## src/hw/controlPkg.sv

```systemverilog
`default_nettype none

package controlPkg;

    typedef enum logic [5:0] {
        fetchPc, fetchWait1, fetchWait2, decode,
        aritCalc, aritStore, breakOrNop, jumpRegister, branch,
        memAddress, memAddressWait1, memAddressWait2,
        memRead, memReadWait1, memReadWait2, memReadStore, memWrite,
        aritImmCalc, aritImmStore, loadImm, jump,
        excpEpcWrite, excpRead, excpWait1, excpWait2, excpTreat
    } controlState;

    typedef enum logic [3:0] {
        clsArit, clsShift, clsSlt, clsNop, clsBreak, clsJr, clsJump, clsJal,
        clsLoad, clsStore, clsLui, clsBranchEq, clsBranchNe, clsArithImm, clsSltImm, clsIllegal
    } instructionClass;

    typedef enum logic [2:0] {
        aluLoad, aluAdd, aluSub, aluAnd, aluInc, aluNeg, aluXor, aluCompare
    } aluOpcode;

    typedef enum logic [2:0] {
        shiftNop, shiftLoad, shiftLeft, shiftRightLogic, shiftRightArith,
        shiftRotateRight, shiftRotateLeft
    } shiftOpcode;

    // primary opcodes
    localparam logic [5:0] opRType = 6'h00, opJ = 6'h02, opJal = 6'h03, opBeq = 6'h04;
    localparam logic [5:0] opBne = 6'h05, opAddi = 6'h08, opAddiu = 6'h09, opSlti = 6'h0a;
    localparam logic [5:0] opAndi = 6'h0c, opXori = 6'h0e, opLui = 6'h0f;
    localparam logic [5:0] opLw = 6'h23, opSw = 6'h2b;

    // funct field of R-type
    localparam logic [5:0] fnSll = 6'h00, fnSrl = 6'h02, fnSra = 6'h03, fnSllv = 6'h04;
    localparam logic [5:0] fnSrav = 6'h07, fnJr = 6'h08, fnBreak = 6'h0d;
    localparam logic [5:0] fnAdd = 6'h20, fnAddu = 6'h21, fnSub = 6'h22, fnSubu = 6'h23;
    localparam logic [5:0] fnAnd = 6'h24, fnXor = 6'h26, fnSlt = 6'h2a;

    localparam int selWidth = 4;
    localparam int regDstWidth = 3;

    localparam logic [selWidth-1:0] pcSourceAlu = 4'd0, pcSourceBranch = 4'd1;
    localparam logic [selWidth-1:0] pcSourceJump = 4'd2, pcSourceTrap = 4'd3;

    localparam logic [selWidth-1:0] iOrDPc = 4'd0, iOrDAlu = 4'd1;
    localparam logic [selWidth-1:0] iOrDTrapVector = 4'd2;  // fixed handler slot

    localparam logic [selWidth-1:0] aluSrcAPc = 4'd0, aluSrcARegA = 4'd1;

    localparam logic [selWidth-1:0] aluSrcBRegB = 4'd0, aluSrcBFour = 4'd1;
    localparam logic [selWidth-1:0] aluSrcBImm = 4'd2, aluSrcBBranch = 4'd3;  // imm << 2

    localparam logic [selWidth-1:0] memToRegAlu = 4'd0, memToRegMdr = 4'd1;
    localparam logic [selWidth-1:0] memToRegUpperImm = 4'd2, memToRegShift = 4'd3;
    localparam logic [selWidth-1:0] memToRegPc = 4'd4, memToRegSet = 4'd5;
    localparam logic [selWidth-1:0] memToRegClear = 4'd6;

    localparam logic [regDstWidth-1:0] regDstRt = 3'd0, regDstRd = 3'd1, regDstRa = 3'd2;

    localparam logic causeIllegal = 1'b0;
    localparam logic causeOverflow = 1'b1;

endpackage

`default_nettype wire

```

## src/hw/instructionDecoder.sv

```systemverilog
`timescale 1ns/1ps
`default_nettype none

module instructionDecoder import controlPkg::*; (
    input  wire logic [5:0] opcode,
    input  wire logic [5:0] funct,
    input  wire logic [4:0] shamt,
    output instructionClass instrClass
);

    always_comb begin
        case (opcode)
            opRType: begin
                case (funct)
                    fnAdd, fnAddu, fnSub, fnSubu, fnAnd, fnXor:
                        instrClass = clsArit;
                    fnSlt:
                        instrClass = clsSlt;
                    fnSll: begin
                        if (shamt == 5'd0)
                            instrClass = clsNop;  // sll $0,$0,0 is the canonical nop
                        else
                            instrClass = clsShift;
                    end
                    fnSllv, fnSra, fnSrav, fnSrl:
                        instrClass = clsShift;
                    fnJr:
                        instrClass = clsJr;
                    fnBreak:
                        instrClass = clsBreak;
                    default:
                        instrClass = clsNop;  // unknown funct just refetches
                endcase
            end
            opJ:     instrClass = clsJump;
            opJal:   instrClass = clsJal;
            opBeq:   instrClass = clsBranchEq;
            opBne:   instrClass = clsBranchNe;
            opAddi, opAddiu, opAndi, opXori:
                instrClass = clsArithImm;
            opSlti:  instrClass = clsSltImm;
            opLui:   instrClass = clsLui;
            opLw:    instrClass = clsLoad;
            opSw:    instrClass = clsStore;
            default: instrClass = clsIllegal;
        endcase
    end

endmodule

`default_nettype wire

```

## src/hw/stateSequencer.sv

```systemverilog
`timescale 1ns/1ps
`default_nettype none

module stateSequencer import controlPkg::*; (
    input  wire logic       clock,
    input  wire logic       reset,
    input  instructionClass instrClass,
    input  wire logic [5:0] opcode,
    input  wire logic [5:0] funct,
    input  wire logic       overflow,
    output controlState     state,
    output logic            causeWrite,
    output logic            intCause
);

    controlState nextState;
    logic aritTrap;
    logic immTrap;

    // only the signed forms trap, addu/subu/addiu wrap silently
    assign aritTrap = overflow && instrClass == clsArit && (funct == fnAdd || funct == fnSub);
    assign immTrap = overflow && opcode == opAddi;

    always_ff @(posedge clock or posedge reset) begin
        if (reset)
            state <= fetchPc;
        else
            state <= nextState;
    end

    always_comb begin
        causeWrite = 1'b0;
        intCause = causeIllegal;
        case (state)
            fetchPc:    nextState = fetchWait1;
            fetchWait1: nextState = fetchWait2;
            fetchWait2: nextState = decode;
            decode: begin
                case (instrClass)
                    clsArit, clsShift, clsSlt: nextState = aritCalc;
                    clsNop, clsBreak:          nextState = breakOrNop;
                    clsJr:                     nextState = jumpRegister;
                    clsJump, clsJal:           nextState = jump;
                    clsLoad, clsStore:         nextState = memAddress;
                    clsLui:                    nextState = loadImm;
                    clsBranchEq, clsBranchNe:  nextState = branch;
                    clsArithImm, clsSltImm:    nextState = aritImmCalc;
                    default: begin
                        causeWrite = 1'b1;  // undefined opcode
                        nextState = excpEpcWrite;
                    end
                endcase
            end
            aritCalc: begin
                if (aritTrap) begin
                    causeWrite = 1'b1;
                    intCause = causeOverflow;
                    nextState = excpEpcWrite;
                end else begin
                    nextState = aritStore;
                end
            end
            aritImmCalc: begin
                if (immTrap) begin
                    causeWrite = 1'b1;
                    intCause = causeOverflow;
                    nextState = excpEpcWrite;
                end else begin
                    nextState = aritImmStore;
                end
            end
            breakOrNop: nextState = (instrClass == clsBreak) ? breakOrNop : fetchPc;  // break hangs
            memAddress:      nextState = memAddressWait1;
            memAddressWait1: nextState = memAddressWait2;
            memAddressWait2: nextState = (instrClass == clsStore) ? memWrite : memRead;
            memRead:         nextState = memReadWait1;
            memReadWait1:    nextState = memReadWait2;
            memReadWait2:    nextState = memReadStore;
            excpEpcWrite:    nextState = excpRead;
            excpRead:        nextState = excpWait1;
            excpWait1:       nextState = excpWait2;
            excpWait2:       nextState = excpTreat;
            default:         nextState = fetchPc;  // single-cycle executes and excpTreat
        endcase
    end

endmodule

`default_nettype wire

```

## src/hw/aluControl.sv

```systemverilog
`timescale 1ns/1ps
`default_nettype none

module aluControl import controlPkg::*; (
    input  controlState     state,
    input  instructionClass instrClass,
    input  wire logic [5:0] funct,
    input  wire logic [5:0] opcode,
    output aluOpcode        aluOp,
    output shiftOpcode      shiftOp,
    output logic            shiftAmountSource
);

    always_comb begin
        aluOp = aluLoad;
        shiftOp = shiftNop;
        shiftAmountSource = 1'b0;
        case (state)
            fetchWait1, fetchWait2, decode: aluOp = aluAdd;  // pc + 4, then branch target
            aritCalc: begin
                if (instrClass == clsShift) begin
                    shiftAmountSource = (funct == fnSllv || funct == fnSrav);  // register amount
                    case (funct)
                        fnSll, fnSllv: shiftOp = shiftLeft;
                        fnSra, fnSrav: shiftOp = shiftRightArith;
                        fnSrl:         shiftOp = shiftRightLogic;
                        default:       shiftOp = shiftNop;
                    endcase
                end else begin
                    case (funct)
                        fnAdd, fnAddu: aluOp = aluAdd;
                        fnSub, fnSubu: aluOp = aluSub;
                        fnAnd:         aluOp = aluAnd;
                        fnXor:         aluOp = aluXor;
                        fnSlt:         aluOp = aluCompare;
                        default:       aluOp = aluLoad;
                    endcase
                end
            end
            aritImmCalc: begin
                case (opcode)
                    opAddi, opAddiu: aluOp = aluAdd;
                    opAndi:          aluOp = aluAnd;
                    opSlti:          aluOp = aluCompare;
                    opXori:          aluOp = aluXor;
                    default:         aluOp = aluLoad;
                endcase
            end
            aritStore, aritImmStore: aluOp = aluCompare;  // keep less stable for the write
            branch, excpEpcWrite: aluOp = aluSub;  // compare a-b / pc - 4 for epc
            memAddress, memAddressWait1, memAddressWait2, memRead, memReadWait1,
            memReadWait2, memReadStore, memWrite:
                aluOp = aluAdd;
            default: aluOp = aluLoad;
        endcase
        if (state == decode)
            shiftOp = shiftLoad;
    end

endmodule

`default_nettype wire

```

## src/hw/datapathControl.sv

```systemverilog
`timescale 1ns/1ps
`default_nettype none

module datapathControl import controlPkg::*; (
    input  controlState                   state,
    input  instructionClass               instrClass,
    input  wire logic                     zero,
    input  wire logic                     less,
    input  wire logic                     cause,
    output logic                          pcWrite,
    output logic                          memWrite,
    output logic                          irWrite,
    output logic                          regWrite,
    output logic                          aWrite,
    output logic                          bWrite,
    output logic                          aluOutWrite,
    output logic                          mdrWrite,
    output logic                          epcWrite,
    output logic                          treatSrc,
    output logic [selWidth-1:0]           iOrD,
    output logic [selWidth-1:0]           pcSource,
    output logic [selWidth-1:0]           aluSrcA,
    output logic [selWidth-1:0]           aluSrcB,
    output logic [selWidth-1:0]           memToReg,
    output logic [regDstWidth-1:0]        regDst
);

    logic branchTaken;
    logic [selWidth-1:0] setOrClear;

    assign branchTaken = (instrClass == clsBranchEq) ? zero : !zero;
    assign setOrClear = less ? memToRegSet : memToRegClear;

    always_comb begin
        pcWrite = 1'b0;
        memWrite = 1'b0;
        irWrite = 1'b0;
        regWrite = 1'b0;
        aWrite = 1'b0;
        bWrite = 1'b0;
        aluOutWrite = 1'b0;
        mdrWrite = 1'b0;
        epcWrite = 1'b0;
        treatSrc = 1'b0;
        iOrD = iOrDPc;
        pcSource = pcSourceAlu;
        aluSrcA = aluSrcARegA;
        aluSrcB = aluSrcBRegB;
        memToReg = memToRegAlu;
        regDst = regDstRt;
        case (state)
            fetchPc, fetchWait1, fetchWait2: begin
                mdrWrite = 1'b1;
                aluSrcA = aluSrcAPc;
                aluSrcB = aluSrcBFour;
                pcWrite = (state == fetchWait2);  // ir and pc latch on the last wait
                irWrite = (state == fetchWait2);
            end
            decode: begin
                aWrite = 1'b1;
                bWrite = 1'b1;
                aluOutWrite = 1'b1;  // branch target, in case it is one
                aluSrcA = aluSrcAPc;
                aluSrcB = aluSrcBBranch;
            end
            aritCalc: aluOutWrite = 1'b1;
            aritStore: begin
                regWrite = 1'b1;
                regDst = regDstRd;
                if (instrClass == clsSlt)
                    memToReg = setOrClear;
                else if (instrClass == clsShift)
                    memToReg = memToRegShift;
            end
            jumpRegister: pcWrite = 1'b1;  // alu passes a through
            branch: begin
                pcWrite = branchTaken;
                pcSource = pcSourceBranch;
            end
            memAddress, memAddressWait1, memAddressWait2, aritImmCalc: begin
                aluOutWrite = 1'b1;
                aluSrcB = aluSrcBImm;
            end
            memRead, memReadWait1, memReadWait2, memReadStore: begin
                mdrWrite = 1'b1;
                iOrD = iOrDAlu;
                regWrite = (state == memReadStore);
                memToReg = memToRegMdr;
            end
            controlPkg::memWrite: begin  // the state, not the strobe
                memWrite = 1'b1;
                iOrD = iOrDAlu;
            end
            aritImmStore: begin
                regWrite = 1'b1;
                aluSrcB = aluSrcBImm;
                if (instrClass == clsSltImm)
                    memToReg = setOrClear;
            end
            loadImm: begin
                regWrite = 1'b1;
                memToReg = memToRegUpperImm;
            end
            jump: begin
                pcWrite = 1'b1;
                pcSource = pcSourceJump;
                if (instrClass == clsJal) begin
                    regWrite = 1'b1;  // link into $ra
                    memToReg = memToRegPc;
                    regDst = regDstRa;
                end
            end
            excpEpcWrite: begin
                epcWrite = 1'b1;
                aluSrcA = aluSrcAPc;
                aluSrcB = aluSrcBFour;
            end
            excpRead, excpWait1, excpWait2: iOrD = iOrDTrapVector;
            excpTreat: begin
                pcWrite = 1'b1;
                pcSource = pcSourceTrap;
                treatSrc = cause;
            end
            default: ;
        endcase
    end

endmodule

`default_nettype wire

```

## src/hw/controlUnit.sv

```systemverilog
`timescale 1ns/1ps
`default_nettype none

module controlUnit import controlPkg::*; (
    input  wire logic                     clock,
    input  wire logic                     reset,
    input  wire logic [5:0]               opcode,
    input  wire logic [5:0]               funct,
    input  wire logic [4:0]               shamt,
    input  wire logic                     zero,
    input  wire logic                     overflow,
    input  wire logic                     less,
    input  wire logic                     cause,
    output logic                          pcWrite,
    output logic                          memWrite,
    output logic                          irWrite,
    output logic                          regWrite,
    output logic                          aWrite,
    output logic                          bWrite,
    output logic                          aluOutWrite,
    output logic                          mdrWrite,
    output logic                          epcWrite,
    output logic                          causeWrite,
    output logic                          treatSrc,
    output logic                          intCause,
    output logic [selWidth-1:0]           iOrD,
    output logic [selWidth-1:0]           pcSource,
    output logic [selWidth-1:0]           aluSrcA,
    output logic [selWidth-1:0]           aluSrcB,
    output logic [selWidth-1:0]           memToReg,
    output logic [regDstWidth-1:0]        regDst,
    output aluOpcode                      aluOp,
    output shiftOpcode                    shiftOp,
    output logic                          shiftAmountSource,
    output logic [5:0]                    stateOut
);

    instructionClass instrClass;
    controlState state;

    assign stateOut = state;  // raw encoding for debug

    instructionDecoder decoderInst (
        .opcode(opcode), .funct(funct), .shamt(shamt), .instrClass(instrClass)
    );

    stateSequencer sequencerInst (
        .clock(clock), .reset(reset), .instrClass(instrClass), .opcode(opcode),
        .funct(funct), .overflow(overflow), .state(state), .causeWrite(causeWrite),
        .intCause(intCause)
    );

    aluControl aluControlInst (
        .state(state), .instrClass(instrClass), .funct(funct), .opcode(opcode),
        .aluOp(aluOp), .shiftOp(shiftOp), .shiftAmountSource(shiftAmountSource)
    );

    datapathControl datapathInst (
        .state(state), .instrClass(instrClass), .zero(zero), .less(less), .cause(cause),
        .pcWrite(pcWrite), .memWrite(memWrite), .irWrite(irWrite), .regWrite(regWrite),
        .aWrite(aWrite), .bWrite(bWrite), .aluOutWrite(aluOutWrite), .mdrWrite(mdrWrite),
        .epcWrite(epcWrite), .treatSrc(treatSrc), .iOrD(iOrD), .pcSource(pcSource),
        .aluSrcA(aluSrcA), .aluSrcB(aluSrcB), .memToReg(memToReg), .regDst(regDst)
    );

endmodule

`default_nettype wire

```

## config.mk

```make
export PLATFORM = sky130hd
export DESIGN_NAME = controlUnit
export DESIGN_NICKNAME = d
export VERILOG_FILES = /design/src/hw/controlPkg.sv /design/src/hw/instructionDecoder.sv /design/src/hw/stateSequencer.sv /design/src/hw/aluControl.sv /design/src/hw/datapathControl.sv /design/src/hw/controlUnit.sv
export SDC_FILE = /design/constraint.sdc
export NUM_CORES = 1
export LEC_CHECK = 0
export BUFFER_PORTS_ARGS = -buffer_cell sky130_fd_sc_hd__buf_2
export CORE_ASPECT_RATIO = 0.5
export CORE_MARGIN = 2
export CORE_UTILIZATION = 54
export DETAILED_ROUTE_END_ITERATION = 10
export PLACE_DENSITY_LB_ADDON = 0.1
export SETUP_SLACK_MARGIN = 0.3
export SLEW_MARGIN = 20
export SYNTH_ARGS = -nofsm -noshare
export SYNTH_HDL_FRONTEND = slang
export SYNTH_SLANG_ARGS = --single-unit
export TNS_END_PERCENT = 50
```

## constraint.sdc

```tcl
create_clock -name clock -period 4.5 [get_ports clock]
set_clock_uncertainty 0.15 [all_clocks]
set_input_delay 0 -clock clock [delete_from_list [all_inputs] [get_ports clock]]
set_output_delay 0 -clock clock [all_outputs]
set_load 0.05 [all_outputs]
```

# Word level (Yosys, flattened, before mapping)
# Cells that the tools add are included.
# Widths: inputs -> output; s select.
[classes]
n_eq_ne = 64
mux = 47
n_reduce_logical = 40
[ops]
columns = ["cell", "count"]
rows = [
  ["$pmux 6 s17", 1],
  ["$eq 6x4->1 const B", 16],
  ["$eq 6x5->1 const B", 10],
  ["$eq 6x6->1 const B", 9],
  ["$eq 6x3->1 const B", 8],
  ["$pmux 4 s10", 1],
  ["$pmux 5 s8", 1],
  ["$eq 6x2->1 const B", 6],
  ["$pmux 3 s5", 2],
  ["$eq 4x4->1 const B", 7],
  ["$pmux 4 s6", 1],
  ["$reduce_or 2->1", 12],
  ["$mux 3", 7],
  ["$pmux 4 s5", 1],
  ["$logic_not 6->1", 3],
  ["$eq 4x3->1 const B", 4],
  ["$reduce_or 4->1", 4],
  ["$mux 1", 15],
  ["$reduce_or 15->1", 1],
  ["$reduce_or 3->1", 5],
  ["$reduce_or 5->1", 3],
  ["$pmux 2 s3", 2],
  ["$pmux 3 s4", 1],
  ["$reduce_or 6->1", 2],
  ["other kinds (18)", 29],
]
[word_totals]
reg_bits = 6
output_inout_bits = 48

# Depth between registers and ports, before layout
[logic_depth]
ltp_word = 9
ltp_mapped = 8
ltp_nobuf = 6

# Hierarchy
# A second synthesis with hierarchy kept.
[hier_totals]
cells_unflattened = 303
area_unflattened_um2 = 2008.2
[by_module_without_submodules]
columns = ["module", "n_inst", "cells_each", "area_per_inst_um2", "seq_area_each_um2"]
rows = [
  ["stateSequencer", 1, 90, 674.4, 125.1],
  ["datapathControl", 1, 100, 609.3, 0.0],
  ["instructionDecoder", 1, 59, 377.9, 0.0],
  ["aluControl", 1, 54, 346.6, 0.0],
]

# Worst setup path after synthesis
# OpenSTA, ideal clock, no wires.
[synth_path]
path_kind = "reg2out"
start = "register sequencerInst.state[0]"
end = "output port iOrD[0]"
arrival_ns = 3.120
required_ns = 4.350
path_slack_ns = 1.230
path_stages_with_launch = 5
n_path_buf = 2
path_cell_list = "dfrtp_1 clkbuf_1 buf_1 nor4_1 a21o_1"
[synth_between]
elab_chain_len = 3
word_cells_on_any_way = 11
[synth_lines]
columns = ["element", "line", "rtl"]
rows = [
  ["start: declaration", "stateSequencer.sv:11", "output controlState state,"],
  ["start signal: assignment", "stateSequencer.sv:26", "state <= fetchPc;"],
  ["start signal: assignment", "stateSequencer.sv:28", "state <= nextState;"],
  ["$eq 6x4->1 / $eq 6x5->1 (equally long branches)", "datapathControl.sv:51", "case (state)"],
  ["$reduce_or 5->1 (no line) / $reduce_or 3->1 (equally long branches)", "--", ""],
  ["$pmux 2 s2 *", "datapathControl.sv:51", ""],
  ["end: declaration", "controlUnit.sv:26", "output logic [selWidth-1:0] iOrD,"],
]
# Every way passes the cells marked *; elsewhere a longest branch is shown, timed or not.

# Final worst setup path
[layout_path]
start = "register sequencerInst.state[4]"
end = "output port causeWrite"
[layout_between]
elab_chain_len = 2
word_cells_on_any_way = 4
[layout_lines]
columns = ["element", "line", "rtl"]
rows = [
  ["$eq 6x5->1 (tied with other cells)", "stateSequencer.sv:34", "case (state)"],
  ["$pmux 1 s3 *", "stateSequencer.sv:34", ""],
  ["end: declaration", "controlUnit.sv:23", "output logic causeWrite,"],
]
# Marks and branches as above.

==> qor.yml <==
run_status:
  outcome: "complete, but fails checks"
  violations: "DRC"
placed_design:
  numPortBuffers: 58
  place_inst: 352
  dpl.hpwl_um: 4280
  pre_cts_slack_ns: 1.91
  gp_congestion: 0.984
synthesis:
  syn_avg_cell_area_um2: 6.46
  ys_ff_latch: 5
  yosysMostFrequentCell: "nor2_1"
  synthFlopType: "dfrtp_1"
  netlist_instances: 280
  syn_area_mm2: 0.00181
  synth_largest_area_cell: "dfrtp_1"
  yosys-top-cells-count: "nor2_1 (30), nand2_1 (21), o21ai_0 (17)"
  synth_edf_count: 0
  synthArstFlopShare_pct: 100
  ys_warn_count: 0
  yosysUniqueCellTypes: 66
  synth_area_leaders: "dfrtp_1 (6.9%), buf_4 (6.6%), nor2_1 (6.2%)"
  synth-seq-area-share_pct: 6.92
  synth_top_area_share_pct: 6.92
grt:
  grt_antenna_before_repair: 0
  grt_start_max_net_pins: 33
  grt_pass1_wl_um: 8800
  overflow: 0
  grt_pass1_vias: 1850
  grt.total_usage_pct: 28.3
timing:
  fmax_ghz: 0.348
  period_share_pct: 63.9
  relSlewSlack_pct: 39.9
  hold_slack_ns: 0.0517
  rsz0062_at_grt: "false"
  period_minus_slack_ns: 2.88
  fin_ws_ns: 1.62
  setup_viol: 0
  hold_violations: 0
  slew_violations: 0
  fin_setup_tns_ns: 0
  worstMarginPinSlew_ns: 0.901
critical_path:
  crit_buf_inv: 1
  cp_max_fo: 32
  critPathCaptureType: "output pin"
  worstPathArrival_ns: 2.73
  required_ns: 4.35
  critPathTopFamily: "simple AND/OR/NAND/NOR gates"
  start_kind: "flop"
  crit_slowest_cell: "dfrtp_1"
  cpPeakStageDelay_ns: 0.70
  path_cells: "or3_1 > nor4_1 > nand4_1 > o211ai_1 > buf_2"
  path_class: "reg -> out"
clock_network:
  tritoncts: "yes"
  clockBufferDepth: 2
  cts_buffers: 3
  htreeDepth: 1
  cts_root_buf: "clkbuf_8"
  postCtsSetupBuffers: 0
  cts.sinks: 5
  clkLatencyLatePin_ns: 0.22
  path_clk_slew_ns: 0.03
layout:
  syn_to_final_growth_pct: 12.0
  drive_gt1_share_pct: 23.3
  multiInputGateArea_mm2: 0.00146
  seqCellArea_um2: 125
  nNetsFinal: 341
  top_register: "sequencerInst.state"
  diodes: 0
  fill_cells: 299
  largest_reg_flops: 5
  fin_cells: 357
  largest_registers: "sequencerInst.state (5)"
floorplan:
  row_count: 14
  die_w_um: 85.9
  die_area_mm2: 0.00386
  core_mm2: 0.00310
  initial_utilization_pct: 58.4
  dieHeight_um: 44.9
  ios: 71
worst_hold_path:
  worstHoldPathType: "in -> reg"
route:
  wl_per_cell_um: 15.8
  viasPerCell: 6.29
  drt_drc_violations_left: 5
  routed_wl_um: 5640
  vias: 2247
  antenna_left: 0
  dr.first_iter.drc_count: 244
  drt_first_pass_iters: 11
pwr:
  leakage_uw: 0.000943
  power_density_mw_per_mm2: 628
  peakVddDrop_uv: 259
job:
  cap_viol_max_count: 0
[worst register-to-register path: stages (launching register included)]
cell	delay [ns]
dfrtp_1	0.68
clkinv_1	0.41
nor2_1	0.24
nand3_1	0.24
or4_1	0.60
nand3_1	0.09
[layer usage]
metal / global-route usage, % / share of wire, % / vias up
li1: - / - / 1091
met1: 42.6 / 47 / 1010
met4: 4.13 / 0.85 / 0
met2: 43.1 / 42 / 136
met3: 5.12 / 10 / 10
met5: 0 / 0 / -
[repair_timing]
item | in CTS | in global routing
hold buffers | 1 | 0
hold endpoints to repair | 5 | 0
resized for setup | 0 | 0
[cell families after synthesis]
group                  Yosys count  share of synthesized area, %
flip-flops                       5                          6.92
buffers and inverters           50                          14.9
AND/OR/NAND/NOR                124                          37.6
other                            1                         0.207
multiplexers                     3                          1.66
AO/OA/AOI/OAI                   88                          34.4
XOR/XNOR                         9                          4.36
[per-stage QoR]
step	power, µW	instance area (µm²)	utilization, %
2_1_floorplan	982	1850	-
3_3_place_gp	1170	1970	63.6
3_5_place_dp	1170	1970	63.6
4_1_cts	1260	2030	65.3
5_1_grt	1340	2030	65.3
6_report	1270	2030	65.3
[report_power, final]
part           switching (µW)  internal, µW
clock network            20.5          60.7
logic                     756           258
registers                 114          63.4
total                     890           382
[cells in the final DEF (no fill, tap or decap), types with 3 or more instances in the layout]
cell / synthesis / layout
a211o_1: 3 / 3
a21oi_1: 16 / 16
a31oi_1: 4 / 4
a32oi_1: 3 / 3
and3_1: 3 / 3
buf_2: 5 / 58
clkbuf_8: 0 / 3
conb_1: 1 / 12
dfrtp_1: 5 / 5
inv_1: 11 / 11
mux2i_1: 3 / 3
nand2_1: 21 / 21
nand2b_1: 8 / 8
nand3_1: 10 / 10
nand3b_1: 3 / 3
nand4_1: 3 / 3
nor2_1: 30 / 30
nor2b_1: 7 / 7
nor3_1: 14 / 14
nor4_1: 7 / 7
o21a_1: 7 / 7
o21ai_0: 17 / 17
o21bai_1: 3 / 3
o22ai_1: 4 / 4
o32ai_1: 3 / 3
xor2_1: 7 / 7
[path summary, 6_finish.rpt]
| path | startpoint | to | slack, ns | cells past startpoint |
|---|---|---|---|---|
| max reg2reg | sequencerInst.state[1]$_DFF_PP0_ | sequencerInst.state[1]$_DFF_PP0_ | 2.02 | 5 |
| min | overflow | sequencerInst.state[4]$_DFF_PP0_ | 0.05 | 3 |
| min reg2reg | sequencerInst.state[3]$_DFF_PP0_ | sequencerInst.state[4]$_DFF_PP0_ | 0.83 | 2 |
| max | sequencerInst.state[4]$_DFF_PP0_ | causeWrite | 1.62 | 5 |
| max in group asynchronous | reset | sequencerInst.state[4]$_DFF_PP0_ | 3.91 | 3 |
| min in group asynchronous | reset | sequencerInst.state[0]$_DFF_PP0_ | 0.11 | 3 |
[cell type report]
type	count	area share, %
Sequential cell	5	6.18
Multi-Input combinational cell	236	71.9
Timing Repair Buffer	59	14.8
Tap cell	40	2.47
Clock buffer	4	2.22
Inverter	13	2.41
Note: power is estimated with default switching activity, not from simulation.
